## src/source/mem_net_pkg.sv

```systemverilog
// message widths, field positions and routing helpers for the memory network
// imported by the adapters, the ring routers and the top level

package mem_net_pkg;

	// ====================================================================
	// memory message fields
	// ====================================================================

	localparam int opaque_w = 8;
	localparam int addr_w = 32;
	localparam int data_w = 32;
	localparam int type_w = 3;
	localparam int len_w = 2;

	// request control is {type, opaque, addr, len}, response is {type, opaque, len}
	localparam int req_ctl_w = type_w + opaque_w + addr_w + len_w;
	localparam int resp_ctl_w = type_w + opaque_w + len_w;

	localparam int req_addr_lsb = len_w;
	localparam int req_opq_lsb = len_w + addr_w;
	localparam int resp_opq_lsb = len_w;
	// top opaque bit holds the requesting port
	localparam int opaque_src_msb = opaque_w - 1;

	// ====================================================================
	// ring header {dest, src, domain} sits above the payload
	// ====================================================================

	localparam int num_ports = 2;
	localparam int port_w = $clog2(num_ports);
	localparam int net_hdr_w = 2 * port_w + 1;
	// word-interleaved banks
	localparam int bank_sel_bit = 2;

	localparam int req_net_ctl_w = net_hdr_w + req_ctl_w;
	// fail rides below the response control word
	localparam int resp_net_ctl_w = net_hdr_w + resp_ctl_w + 1;

	function automatic logic [port_w-1:0] req_dest(input logic mode,
			input logic single_bank, input logic [port_w-1:0] src,
			input logic [addr_w-1:0] addr);
		// partitioned mode keeps a request on its own bank
		if (mode) begin
			return src;
		end else if (single_bank) begin
			return '0;
		end
		return addr[bank_sel_bit +: port_w];
	endfunction

	function automatic logic [port_w-1:0] resp_dest(input logic [resp_ctl_w-1:0] ctl);
		return ctl[resp_opq_lsb + opaque_src_msb -: port_w];
	endfunction

endpackage
```

## src/source/mem_net.sv

```systemverilog
`timescale 1ns/10ps

// memory network top, two processor ports and two banks
// requests travel on one ring, responses come back on a second ring

module mem_net #(
	parameter bit p_single_bank = 1'b0
) (
	input  logic clk,
	input  logic rst,
	input  logic mode,

	input  logic [mem_net_pkg::req_ctl_w+mem_net_pkg::data_w-1:0] proc_req_msg_p0,
	input  logic proc_req_domain_p0,
	input  logic proc_req_val_p0,
	output logic proc_req_rdy_p0,
	output logic [mem_net_pkg::resp_ctl_w+mem_net_pkg::data_w-1:0] proc_resp_msg_p0,
	output logic proc_resp_domain_p0,
	output logic proc_resp_val_p0,
	input  logic proc_resp_rdy_p0,
	output logic proc_resp_fail_p0,
	output logic [mem_net_pkg::req_ctl_w-1:0] bank_req_msg_ctl_p0,
	output logic [mem_net_pkg::data_w-1:0] bank_req_msg_data_p0,
	output logic bank_req_domain_p0,
	output logic bank_req_val_p0,
	input  logic bank_req_rdy_p0,
	input  logic [mem_net_pkg::resp_ctl_w-1:0] bank_resp_msg_ctl_p0,
	input  logic [mem_net_pkg::data_w-1:0] bank_resp_msg_data_p0,
	input  logic bank_resp_domain_p0,
	input  logic bank_resp_val_p0,
	output logic bank_resp_rdy_p0,
	input  logic bank_resp_fail_p0,

	input  logic [mem_net_pkg::req_ctl_w+mem_net_pkg::data_w-1:0] proc_req_msg_p1,
	input  logic proc_req_domain_p1,
	input  logic proc_req_val_p1,
	output logic proc_req_rdy_p1,
	output logic [mem_net_pkg::resp_ctl_w+mem_net_pkg::data_w-1:0] proc_resp_msg_p1,
	output logic proc_resp_domain_p1,
	output logic proc_resp_val_p1,
	input  logic proc_resp_rdy_p1,
	output logic proc_resp_fail_p1,
	output logic [mem_net_pkg::req_ctl_w-1:0] bank_req_msg_ctl_p1,
	output logic [mem_net_pkg::data_w-1:0] bank_req_msg_data_p1,
	output logic bank_req_domain_p1,
	output logic bank_req_val_p1,
	input  logic bank_req_rdy_p1,
	input  logic [mem_net_pkg::resp_ctl_w-1:0] bank_resp_msg_ctl_p1,
	input  logic [mem_net_pkg::data_w-1:0] bank_resp_msg_data_p1,
	input  logic bank_resp_domain_p1,
	input  logic bank_resp_val_p1,
	output logic bank_resp_rdy_p1,
	input  logic bank_resp_fail_p1
);
	import mem_net_pkg::*;

	logic [req_net_ctl_w-1:0] req_net_ctl_p0;
	logic [req_net_ctl_w-1:0] req_net_ctl_p1;
	logic [data_w-1:0] req_net_data_p0;
	logic [data_w-1:0] req_net_data_p1;
	logic [resp_net_ctl_w-1:0] resp_net_ctl_p0;
	logic [resp_net_ctl_w-1:0] resp_net_ctl_p1;
	logic [data_w-1:0] resp_net_data_p0;
	logic [data_w-1:0] resp_net_data_p1;

	// response ring output is {control, fail}
	logic [resp_ctl_w:0] resp_out_ctl_p0;
	logic [resp_ctl_w:0] resp_out_ctl_p1;
	logic [data_w-1:0] resp_out_data_p0;
	logic [data_w-1:0] resp_out_data_p1;

	// ====================================================================
	// request side
	// ====================================================================

	mem_req_to_net #(.p_src(0), .p_single_bank(p_single_bank)) req_adapt_p0 (
		.mode (mode), .domain (proc_req_domain_p0), .mem_msg (proc_req_msg_p0),
		.net_ctl (req_net_ctl_p0), .net_data (req_net_data_p0)
	);

	mem_req_to_net #(.p_src(1), .p_single_bank(p_single_bank)) req_adapt_p1 (
		.mode (mode), .domain (proc_req_domain_p1), .mem_msg (proc_req_msg_p1),
		.net_ctl (req_net_ctl_p1), .net_data (req_net_data_p1)
	);

	ring_net #(.p_ctl_w(req_net_ctl_w), .p_data_w(data_w)) req_ring (
		.clk (clk), .rst (rst),
		.in_val_p0 (proc_req_val_p0), .in_rdy_p0 (proc_req_rdy_p0),
		.in_ctl_p0 (req_net_ctl_p0), .in_data_p0 (req_net_data_p0),
		.out_val_p0 (bank_req_val_p0), .out_rdy_p0 (bank_req_rdy_p0),
		.out_ctl_p0 (bank_req_msg_ctl_p0), .out_data_p0 (bank_req_msg_data_p0),
		.out_domain_p0 (bank_req_domain_p0),
		.in_val_p1 (proc_req_val_p1), .in_rdy_p1 (proc_req_rdy_p1),
		.in_ctl_p1 (req_net_ctl_p1), .in_data_p1 (req_net_data_p1),
		.out_val_p1 (bank_req_val_p1), .out_rdy_p1 (bank_req_rdy_p1),
		.out_ctl_p1 (bank_req_msg_ctl_p1), .out_data_p1 (bank_req_msg_data_p1),
		.out_domain_p1 (bank_req_domain_p1)
	);

	// ====================================================================
	// response side
	// ====================================================================

	mem_resp_to_net #(.p_src(0)) resp_adapt_p0 (
		.msg_ctl (bank_resp_msg_ctl_p0), .msg_data (bank_resp_msg_data_p0),
		.domain (bank_resp_domain_p0), .fail (bank_resp_fail_p0),
		.net_ctl (resp_net_ctl_p0), .net_data (resp_net_data_p0)
	);

	mem_resp_to_net #(.p_src(1)) resp_adapt_p1 (
		.msg_ctl (bank_resp_msg_ctl_p1), .msg_data (bank_resp_msg_data_p1),
		.domain (bank_resp_domain_p1), .fail (bank_resp_fail_p1),
		.net_ctl (resp_net_ctl_p1), .net_data (resp_net_data_p1)
	);

	ring_net #(.p_ctl_w(resp_net_ctl_w), .p_data_w(data_w)) resp_ring (
		.clk (clk), .rst (rst),
		.in_val_p0 (bank_resp_val_p0), .in_rdy_p0 (bank_resp_rdy_p0),
		.in_ctl_p0 (resp_net_ctl_p0), .in_data_p0 (resp_net_data_p0),
		.out_val_p0 (proc_resp_val_p0), .out_rdy_p0 (proc_resp_rdy_p0),
		.out_ctl_p0 (resp_out_ctl_p0), .out_data_p0 (resp_out_data_p0),
		.out_domain_p0 (proc_resp_domain_p0),
		.in_val_p1 (bank_resp_val_p1), .in_rdy_p1 (bank_resp_rdy_p1),
		.in_ctl_p1 (resp_net_ctl_p1), .in_data_p1 (resp_net_data_p1),
		.out_val_p1 (proc_resp_val_p1), .out_rdy_p1 (proc_resp_rdy_p1),
		.out_ctl_p1 (resp_out_ctl_p1), .out_data_p1 (resp_out_data_p1),
		.out_domain_p1 (proc_resp_domain_p1)
	);

	assign proc_resp_msg_p0 = {resp_out_ctl_p0[resp_ctl_w:1], resp_out_data_p0};
	assign proc_resp_fail_p0 = resp_out_ctl_p0[0];
	assign proc_resp_msg_p1 = {resp_out_ctl_p1[resp_ctl_w:1], resp_out_data_p1};
	assign proc_resp_fail_p1 = resp_out_ctl_p1[0];

endmodule

```

## src/source/ring_net.sv

```systemverilog
`timescale 1ns/10ps

// two-node ring, each node's ring output feeds the other's ring input
// terminals see the payload with the header removed and the domain on its own

module ring_net #(
	parameter int p_ctl_w = 48,
	parameter int p_data_w = 32
) (
	input  logic clk,
	input  logic rst,

	input  logic in_val_p0,
	output logic in_rdy_p0,
	input  logic [p_ctl_w-1:0] in_ctl_p0,
	input  logic [p_data_w-1:0] in_data_p0,
	output logic out_val_p0,
	input  logic out_rdy_p0,
	output logic [p_ctl_w-mem_net_pkg::net_hdr_w-1:0] out_ctl_p0,
	output logic [p_data_w-1:0] out_data_p0,
	output logic out_domain_p0,

	input  logic in_val_p1,
	output logic in_rdy_p1,
	input  logic [p_ctl_w-1:0] in_ctl_p1,
	input  logic [p_data_w-1:0] in_data_p1,
	output logic out_val_p1,
	input  logic out_rdy_p1,
	output logic [p_ctl_w-mem_net_pkg::net_hdr_w-1:0] out_ctl_p1,
	output logic [p_data_w-1:0] out_data_p1,
	output logic out_domain_p1
);
	import mem_net_pkg::*;

	localparam int c_pay_w = p_ctl_w - net_hdr_w;

	logic [p_ctl_w-1:0] term_ctl_p0;
	logic [p_ctl_w-1:0] term_ctl_p1;

	// link01 runs from node 0 to node 1, link10 back
	logic link01_val;
	logic link01_rdy;
	logic [p_ctl_w-1:0] link01_ctl;
	logic [p_data_w-1:0] link01_data;
	logic link10_val;
	logic link10_rdy;
	logic [p_ctl_w-1:0] link10_ctl;
	logic [p_data_w-1:0] link10_data;

	ring_router #(.p_id(0), .p_ctl_w(p_ctl_w), .p_data_w(p_data_w)) router_p0 (
		.clk (clk), .rst (rst),
		.local_val (in_val_p0), .local_rdy (in_rdy_p0),
		.local_ctl (in_ctl_p0), .local_data (in_data_p0),
		.local_out_val (out_val_p0), .local_out_rdy (out_rdy_p0),
		.local_out_ctl (term_ctl_p0), .local_out_data (out_data_p0),
		.ring_in_val (link10_val), .ring_in_rdy (link10_rdy),
		.ring_in_ctl (link10_ctl), .ring_in_data (link10_data),
		.ring_out_val (link01_val), .ring_out_rdy (link01_rdy),
		.ring_out_ctl (link01_ctl), .ring_out_data (link01_data)
	);

	ring_router #(.p_id(1), .p_ctl_w(p_ctl_w), .p_data_w(p_data_w)) router_p1 (
		.clk (clk), .rst (rst),
		.local_val (in_val_p1), .local_rdy (in_rdy_p1),
		.local_ctl (in_ctl_p1), .local_data (in_data_p1),
		.local_out_val (out_val_p1), .local_out_rdy (out_rdy_p1),
		.local_out_ctl (term_ctl_p1), .local_out_data (out_data_p1),
		.ring_in_val (link01_val), .ring_in_rdy (link01_rdy),
		.ring_in_ctl (link01_ctl), .ring_in_data (link01_data),
		.ring_out_val (link10_val), .ring_out_rdy (link10_rdy),
		.ring_out_ctl (link10_ctl), .ring_out_data (link10_data)
	);

	// domain is the lowest header bit
	assign out_ctl_p0 = term_ctl_p0[c_pay_w-1:0];
	assign out_domain_p0 = term_ctl_p0[c_pay_w];
	assign out_ctl_p1 = term_ctl_p1[c_pay_w-1:0];
	assign out_domain_p1 = term_ctl_p1[c_pay_w];

endmodule

```

## src/source/ring_router.sv

```systemverilog
`timescale 1ns/10ps

// one ring node, two-entry FIFO on the local and the ring input
// each output is shared between the two FIFO heads by round robin

module ring_router #(
	parameter int p_id = 0,
	parameter int p_ctl_w = 48,
	parameter int p_data_w = 32
) (
	input  logic clk,
	input  logic rst,

	input  logic local_val,
	output logic local_rdy,
	input  logic [p_ctl_w-1:0] local_ctl,
	input  logic [p_data_w-1:0] local_data,

	output logic local_out_val,
	input  logic local_out_rdy,
	output logic [p_ctl_w-1:0] local_out_ctl,
	output logic [p_data_w-1:0] local_out_data,

	input  logic ring_in_val,
	output logic ring_in_rdy,
	input  logic [p_ctl_w-1:0] ring_in_ctl,
	input  logic [p_data_w-1:0] ring_in_data,

	output logic ring_out_val,
	input  logic ring_out_rdy,
	output logic [p_ctl_w-1:0] ring_out_ctl,
	output logic [p_data_w-1:0] ring_out_data
);
	import mem_net_pkg::*;

	localparam logic [port_w-1:0] c_id = port_w'(p_id);

	// inputs and outputs are indexed 0 for local, 1 for ring
	logic [1:0] in_val;
	logic [1:0] in_rdy;
	logic [1:0][p_ctl_w-1:0] in_ctl;
	logic [1:0][p_data_w-1:0] in_data;

	logic [1:0] head_val;
	logic [1:0] head_local;
	logic [1:0][p_ctl_w-1:0] head_ctl;
	logic [1:0][p_data_w-1:0] head_data;
	logic [1:0] pop;

	// req[o][i], head i wants output o
	logic [1:0][1:0] req;
	logic [1:0] out_rdy;
	logic [1:0] out_val;
	logic [1:0] sel;
	logic [1:0] fire;
	logic active;

	assign in_val = {ring_in_val, local_val};
	assign in_ctl = {ring_in_ctl, local_ctl};
	assign in_data = {ring_in_data, local_data};
	assign out_rdy = {ring_out_rdy, local_out_rdy};

	// inputs stay closed through reset
	always_ff @(posedge clk) begin
		if (rst) begin
			active <= 1'b0;
		end else begin
			active <= 1'b1;
		end
	end

	// ====================================================================
	// input FIFOs
	// ====================================================================

	for (genvar i = 0; i < 2; i++) begin : g_fifo
		logic [p_ctl_w-1:0] ctl_q [2];
		logic [p_data_w-1:0] data_q [2];
		logic wr_ptr;
		logic rd_ptr;
		logic [1:0] count;
		logic push;

		assign in_rdy[i] = active && (count != 2'd2);
		assign push = in_val[i] && in_rdy[i];
		assign pop[i] = (fire[0] && (sel[0] == 1'(i))) || (fire[1] && (sel[1] == 1'(i)));

		always_ff @(posedge clk) begin
			if (rst) begin
				wr_ptr <= 1'b0;
				rd_ptr <= 1'b0;
				count <= 2'd0;
			end else begin
				if (push) begin
					wr_ptr <= ~wr_ptr;
				end
				if (pop[i]) begin
					rd_ptr <= ~rd_ptr;
				end
				count <= count + {1'b0, push} - {1'b0, pop[i]};
			end
		end

		always_ff @(posedge clk) begin
			if (push) begin
				ctl_q[wr_ptr] <= in_ctl[i];
				data_q[wr_ptr] <= in_data[i];
			end
		end

		assign head_val[i] = (count != 2'd0);
		assign head_ctl[i] = ctl_q[rd_ptr];
		assign head_data[i] = data_q[rd_ptr];
		assign head_local[i] = (ctl_q[rd_ptr][p_ctl_w-1 -: port_w] == c_id);
	end

	// ====================================================================
	// output arbitration
	// ====================================================================

	assign req[0] = head_val & head_local;
	assign req[1] = head_val & ~head_local;

	for (genvar o = 0; o < 2; o++) begin : g_arb
		logic rr_q;

		// on a tie rr_q picks, the loser wins next time
		assign sel[o] = (req[o] == 2'b11) ? rr_q : req[o][1];
		assign out_val[o] = |req[o];
		assign fire[o] = out_val[o] && out_rdy[o];

		// while blocked rr_q follows the shown head so a late tie keeps it
		always_ff @(posedge clk) begin
			if (rst) begin
				rr_q <= 1'b0;
			end else if (fire[o]) begin
				rr_q <= ~sel[o];
			end else if (out_val[o]) begin
				rr_q <= sel[o];
			end
		end
	end

	assign local_rdy = in_rdy[0];
	assign ring_in_rdy = in_rdy[1];

	assign local_out_val = out_val[0];
	assign local_out_ctl = head_ctl[sel[0]];
	assign local_out_data = head_data[sel[0]];

	assign ring_out_val = out_val[1];
	assign ring_out_ctl = head_ctl[sel[1]];
	assign ring_out_data = head_data[sel[1]];

endmodule

```

## src/source/mem_resp_to_net.sv

```systemverilog
`timescale 1ns/10ps

// bank response to response-ring message
// destination comes back out of the opaque source bit, fail is appended

module mem_resp_to_net #(
	parameter int p_src = 0
) (
	input  logic [mem_net_pkg::resp_ctl_w-1:0] msg_ctl,
	input  logic [mem_net_pkg::data_w-1:0] msg_data,
	input  logic domain,
	input  logic fail,
	output logic [mem_net_pkg::resp_net_ctl_w-1:0] net_ctl,
	output logic [mem_net_pkg::data_w-1:0] net_data
);
	import mem_net_pkg::*;

	// node index of the bank this adapter sits on
	localparam logic [port_w-1:0] c_src = port_w'(p_src);

	logic [port_w-1:0] dest;

	assign dest = resp_dest(msg_ctl);

	assign net_ctl = {dest, c_src, domain, msg_ctl, fail};
	assign net_data = msg_data;

endmodule

```

## src/source/mem_req_to_net.sv

```systemverilog
`timescale 1ns/10ps

// processor request to request-ring message, purely combinational
// one instance per processor port, p_src is that port's ring index

module mem_req_to_net #(
	parameter int p_src = 0,
	parameter bit p_single_bank = 1'b0
) (
	input  logic mode,
	input  logic domain,
	input  logic [mem_net_pkg::req_ctl_w+mem_net_pkg::data_w-1:0] mem_msg,
	output logic [mem_net_pkg::req_net_ctl_w-1:0] net_ctl,
	output logic [mem_net_pkg::data_w-1:0] net_data
);
	import mem_net_pkg::*;

	localparam logic [port_w-1:0] c_src = port_w'(p_src);

	logic [req_ctl_w-1:0] ctl_in;
	logic [req_ctl_w-1:0] ctl_tagged;
	logic [addr_w-1:0] addr;
	logic [port_w-1:0] dest;

	assign ctl_in = mem_msg[data_w +: req_ctl_w];
	assign addr = ctl_in[req_addr_lsb +: addr_w];

	// the response side routes back on this opaque bit
	always_comb begin
		ctl_tagged = ctl_in;
		ctl_tagged[req_opq_lsb + opaque_src_msb -: port_w] = c_src;
	end

	assign dest = req_dest(mode, p_single_bank, c_src, addr);

	assign net_ctl = {dest, c_src, domain, ctl_tagged};
	assign net_data = mem_msg[data_w-1:0];

endmodule

```

## config.mk

```make
export PLATFORM = sky130hd
export DESIGN_NAME = mem_net
export DESIGN_NICKNAME = d
export VERILOG_FILES = /design/src/source/mem_net_pkg.sv /design/src/source/mem_net.sv /design/src/source/ring_net.sv /design/src/source/ring_router.sv /design/src/source/mem_resp_to_net.sv /design/src/source/mem_req_to_net.sv
export SDC_FILE = /design/constraint.sdc
export NUM_CORES = 1
export LEC_CHECK = 0
export BUFFER_PORTS_ARGS = -buffer_cell sky130_fd_sc_hd__buf_4
export CAP_MARGIN = 20
export CELL_PAD_IN_SITES_DETAIL_PLACEMENT = 0
export CELL_PAD_IN_SITES_GLOBAL_PLACEMENT = 1
export CORE_UTILIZATION = 25
export CTS_CLUSTER_DIAMETER = 150
export CTS_CLUSTER_SIZE = 28
export DETAILED_ROUTE_END_ITERATION = 10
export PLACE_DENSITY_LB_ADDON = 0.1
export REMOVE_ABC_BUFFERS = 1
export SETUP_SLACK_MARGIN = 0.05
export SLEW_MARGIN = 0
export SYNTH_ARGS = -nofsm -noshare
export SYNTH_HDL_FRONTEND = slang
export SYNTH_SLANG_ARGS = --single-unit
```

## constraint.sdc

```tcl
create_clock -name clk -period 9.28 [get_ports clk]
set_input_delay 0.928 -clock clk [delete_from_list [all_inputs] [get_ports clk]]
set_output_delay 0.928 -clock clk [all_outputs]
set_load 0.05 [all_outputs]
```

After elaboration in Yosys (flattened, before gate mapping)
Memories as Yosys holds them, arrays and structs flattened. A register that Yosys moved wholly into a read port is not among the register bits.
Index checks and enable logic that the tools add are counted.
Word-level totals
  flip-flop bits (word level): 41
  RAM bits: 1020
  output and inout bits: 258
  memories: 16
Operators by class
  add/subtract/negate cells: 16
  order comparisons: 8
  eq/ne operators: 16
  multiplexer cells: 110
  bitwise operators: 40
  reductions and logical operators: 68
Memory list
  req_ring.router_p0.g_fifo[1].ctl_q: words 2, bits a word 48, rd ports 1, clocked after memory_dff 1, wr ports 1, line ring_router.sv:77  | logic [p_ctl_w-1:0] ctl_q [2];
  req_ring.router_p1.g_fifo[1].ctl_q: words 2, bits a word 48, rd ports 1, clocked after memory_dff 1, wr ports 1, line ring_router.sv:77
  req_ring.router_p0.g_fifo[0].ctl_q: words 2, bits a word 46, rd ports 1, clocked after memory_dff 1, wr ports 1, line ring_router.sv:77
  req_ring.router_p1.g_fifo[0].ctl_q: words 2, bits a word 46, rd ports 1, clocked after memory_dff 1, wr ports 1, line ring_router.sv:77
  req_ring.router_p0.g_fifo[0].data_q: words 2, bits a word 32, rd ports 1, clocked after memory_dff 1, wr ports 1, line ring_router.sv:78  | logic [p_data_w-1:0] data_q [2];
  req_ring.router_p0.g_fifo[1].data_q: words 2, bits a word 32, rd ports 1, clocked after memory_dff 1, wr ports 1, line ring_router.sv:78
  10 more memories
Operators with widths (count)
  2-to-1 mux 32 bit: 16
  2-to-1 mux 48 bit: 4
  2-to-1 mux 46 bit: 4
  2-to-1 mux 1 bit: 78
  2-to-1 mux 17 bit: 4
  2-to-1 mux 15 bit: 4
  logical AND 1 bit: 36
  nonzero test 2 bit: 16
  NOT 1 bit: 28
  adder 2 x 1 -> 2 bit: 8
  AND 2 bit: 8
  equality test 2 bit, second input constant: 8
  less-than comparator 1 x 2 -> 1 bit, second input constant: 8
  inequality test 2 bit, second input constant: 8
  OR reduction 2 bit: 8
  subtractor 2 x 1 -> 2 bit: 8
  logical OR 1 bit: 8
  NOT 2 bit: 4

Longest topological paths before layout
  word-level depth: 10
  depth in mapped cells: 15
  mapped depth without buffers: 12

Hierarchy
Synthesis repeated with hierarchy kept, for this count alone.
Unflattened totals
  cells, all modules: 2754
  area, all modules: 46987.6 sq um
By module, submodules not included
  ring_router at req_ring.router_p1: times used 1, cells an instance 754, area each 13977.2 sq um
  ring_router at req_ring.router_p0: times used 1, cells an instance 753, area each 13684.4 sq um
  ring_router at resp_ring.router_p0: times used 1, cells an instance 491, area each 8680.8 sq um
  ring_router at resp_ring.router_p1: times used 1, cells an instance 492, area each 8673.3 sq um
  mem_resp_to_net: times used 2, cells an instance 50, area each 371.6 sq um
  mem_req_to_net at req_adapt_p0: times used 1, cells an instance 82, area each 618.1 sq um
  mem_req_to_net at req_adapt_p1: times used 1, cells an instance 82, area each 610.6 sq um

Worst setup path after synthesis
OpenSTA, ideal clock, no wires.
  path kind: reg2reg
  start: register resp_ring.router_p1.active (netlist name)
  end: memory req_ring.router_p0.g_fifo[0].ctl_q[0][0] in the netlist's numbering, enable pin
  data arrival time: 5.492 ns
  setup slack: 3.273 ns
  cell stages (with the launch flop): 5
  buffers on the path: 1
  period minus slack after synthesis: 6.007 ns
  cells stage by stage: dfxtp_1 -> clkbuf_1 -> a21boi_0 -> nand2_1 -> nor2_1
RTL lines (line)
  end, declared: ring_router.sv:77

==> results.json <==
{
  "outcome": "finished clean",
  "cp_common_cell": "buf_4",
  "cp_data_arrival_time_ps": 4170,
  "grt_use_total_pct": 14.8,
  "path_max_fanout": 54,
  "crit_type": "flip-flop to output pin",
  "fp.dieH_um": 418,
  "dp.cells": 5668,
  "clock_path_buffers": 3,
  "seq_area_frac_synth_pct": 72.1,
  "synth.top_cell.area_share_pct": 69.8,
  "h-tree-depth": 2,
  "yosys.area.top_type": "edfxtp_1",
  "worst_pin_slew_ps": 1040,
  "ios": 519,
  "powerDensity_nw_per_um2": 314,
  "path_cells": "mux2i_2, o21ai_0, o21ai_4, buf_4, buf_4, nor2_1, a21oi_1, buf_4",
  "finish.utilization_pct": 29.7,
  "async_reset_ff_share_pct": 0,
  "fillCellCount": 17520,
  "routed_wirelength_mm": 133,
  "max_stage_delay_ps": 640,
  "ys.flop_type": "edfxtp_1",
  "p_leak_uw": 0.0169,
  "initial_utilization_pct": 25.2,
  "synth_common_cells": "edfxtp_1 (1,008), nor2_1 (553), a21oi_1 (502)",
  "min_period_over_period_pct": 54.9,
  "power_uw": 16100,
  "post_cts_resized": 0,
  "syn_area_per_cell_um2": 14.6,
  "clkLatencyLatePin_ps": 670,
  "ctsHoldBuffers": 0,
  "path_clk_slew_ps": 120,
  "post_drt_wl_per_cell_um": 23.2,
  "grt_overflow_total": 0,
  "hold_viol": 0,
  "dr_total_vias": 24761,
  "hpwlAfterDp_mm": 80.5,
  "final_max_slew_viol_count": 0,
  "die_w_um": 418,
  "hold_slack_ps": 430,
  "fin_skew_ps": 43.0,
  "startpoint_type": "flip-flop",
  "synth_most_common_cell": "edfxtp_1",
  "yosysWarnings": 0,
  "rows": 152,
  "postCtsSetupRepairBufs": 0,
  "place_congestion": 0.680,
  "setup_viol": 0,
  "drc": 0,
  "fin_crit_ps": 5100,
  "port_buffers": 516,
  "first_pass_iters": 4,
  "fin_cells": 5731,
  "fin_nets": 3687,
  "rsz0062_at_grt": "false",
  "hold_path_class": "input pin to flip-flop",
  "synthCells": 2966,
  "synth.area.top_cells": "edfxtp_1 (70%), mux2_2 (6.5%), mux2i_1 (6.0%)",
  "dieArea_um2": 175000,
  "avgViaCountPerCell": 4.32,
  "cts_buffers": 45,
  "core_um2": 172000,
  "drt_iter0_drc": 1114,
  "placed_area_um2": 49800,
  "ir_worst_vdd_v": 0.000184,
  "cp.required_ps": 8350,
  "fmax_mhz": 196,
  "fin_area_um2": 51100,
  "syn-cell-area_um2": 43400,
  "maxCapViolations": 0,
  "cts_root_buf": "clkbuf_16",
  "slowest_stage": "buf_4",
  "cts_tree": "built",
  "antenna_found_initial": 23,
  "drive_gt1_share_pct": 26.6,
  "grt_max_degree": 145,
  "grt_pass1_wl_mm": 185,
  "cts_sinks": 1057,
  "ant_nets": 0,
  "endpoint_kind": "output pin",
  "maxSlewHeadroom_pct": 30.5,
  "area_growth_pct": 18.0,
  "synth_cell_types": 41,
  "synth_edf_count": 1008,
  "rrSetupSlack_ps": 5250,
  "synth-seq-cells": 1057,
  "grt_pass1_vias": 25135
}
==> stage by stage <==
step,TNS (ps),setup WS (ps)
after floorplan,-367050,-2320
after global placement,0,4420
after detailed placement,0,4820
after CTS,0,3990
after global routing,0,3930
final,0,4180
==> metal layers <==
| layer | global-route usage, % | part of all wire, % | vias up |
|---|---|---|---|
| li1 | - | - | 11829 |
| met1 | 17.7 | 41 | 12399 |
| met2 | 27.3 | 52 | 391 |
| met3 | 3.19 | 4.7 | 114 |
| met4 | 2.60 | 1.5 | 28 |
| met5 | 0 | 0.12 | - |
==> worst max-delay path, delay by kind of cell, from the launching register on <==
kind | cells | cell delay, ps
and+or+nand+nor | 1 | 90
buffers and inverters | 3 | 1420
DFF | 1 | 630
AOI/OAI and AO/OA | 3 | 750
muxes | 1 | 510
==> logic make-up after synthesis <==
family	share of synthesized area, %
buf+inv	2.09
mux	12.6
flops	72.1
compound gates	6.58
fa+ha+maj	0.606
simple gates	5.37
xor+xnor	0.687
==> cell type report <==
cell class / count / area (um2) / share of cell area [%]
Antenna cell: 2 / 5.00 / 0.00979
Clock buffer: 56 / 1210 / 2.37
Clock inverter: 5 / 77.6 / 0.152
Inverter: 24 / 97.6 / 0.191
Multi-Input combinational cell: 1711 / 11300 / 22.1
Sequential cell: 1057 / 31300 / 61.2
Tap cell: 2310 / 2890 / 5.65
Timing Repair Buffer: 566 / 4270 / 8.36
==> worst paths after layout <==
| kind | end | start | cells past startpoint |
|---|---|---|---|
| max | proc_resp_msg_p0[0] | flip-flop | 8 |
| max reg2reg | req_ring.router_p0.g_fifo[1].ctl_q[1][40] | flip-flop | 5 |
| min reg2reg | resp_ring.router_p0.g_arb[1].rr_q | resp_ring.router_p0.g_arb[1].rr_q | 2 |
| min | req_ring.router_p1.g_fifo[0].data_q[0][23] | proc_req_msg_p1[23] | 1 |
==> cells in the final DEF (no fill, tap or decap), drive strengths merged, types with 5 or more instances in the layout <==
cell    synthesis  layout
a211oi          5       5
a21boi          7       7
a21oi         503     503
and2            7       7
buf           122     566
clkbuf         52      56
dfxtp          49      49
edfxtp       1008    1008
ha             21      21
inv            24      26
mux2          253     253
mux2i         259     259
nand2           7       7
nor2          553     553
nor2b          14      14
o211ai          5       5
o21ai          15      15
or2             7       7
xnor2          19      19
xor2           15      15
==> flip-flops by register name, summed over array words and instances (netlist names), 4 cells and up, named ones only <==
register and flops:
req_ring.router_p0.g_fifo.count 4, req_ring.router_p0.g_fifo.ctl_q 186, req_ring.router_p0.g_fifo.data_q 128, req_ring.router_p1.g_fifo.count 4
req_ring.router_p1.g_fifo.ctl_q 186, req_ring.router_p1.g_fifo.data_q 128, resp_ring.router_p0.g_fifo.count 4, resp_ring.router_p0.g_fifo.ctl_q 62
resp_ring.router_p0.g_fifo.data_q 128, resp_ring.router_p1.g_fifo.count 4, resp_ring.router_p1.g_fifo.ctl_q 62, resp_ring.router_p1.g_fifo.data_q 128
==> report_power, final <==
group          internal [uW]  switching (uW)
Combinational           2080            5060
Clock                    948            1530
Sequential              6180             273
Total                   9210            6860
(Power assumes the default switching activity.)
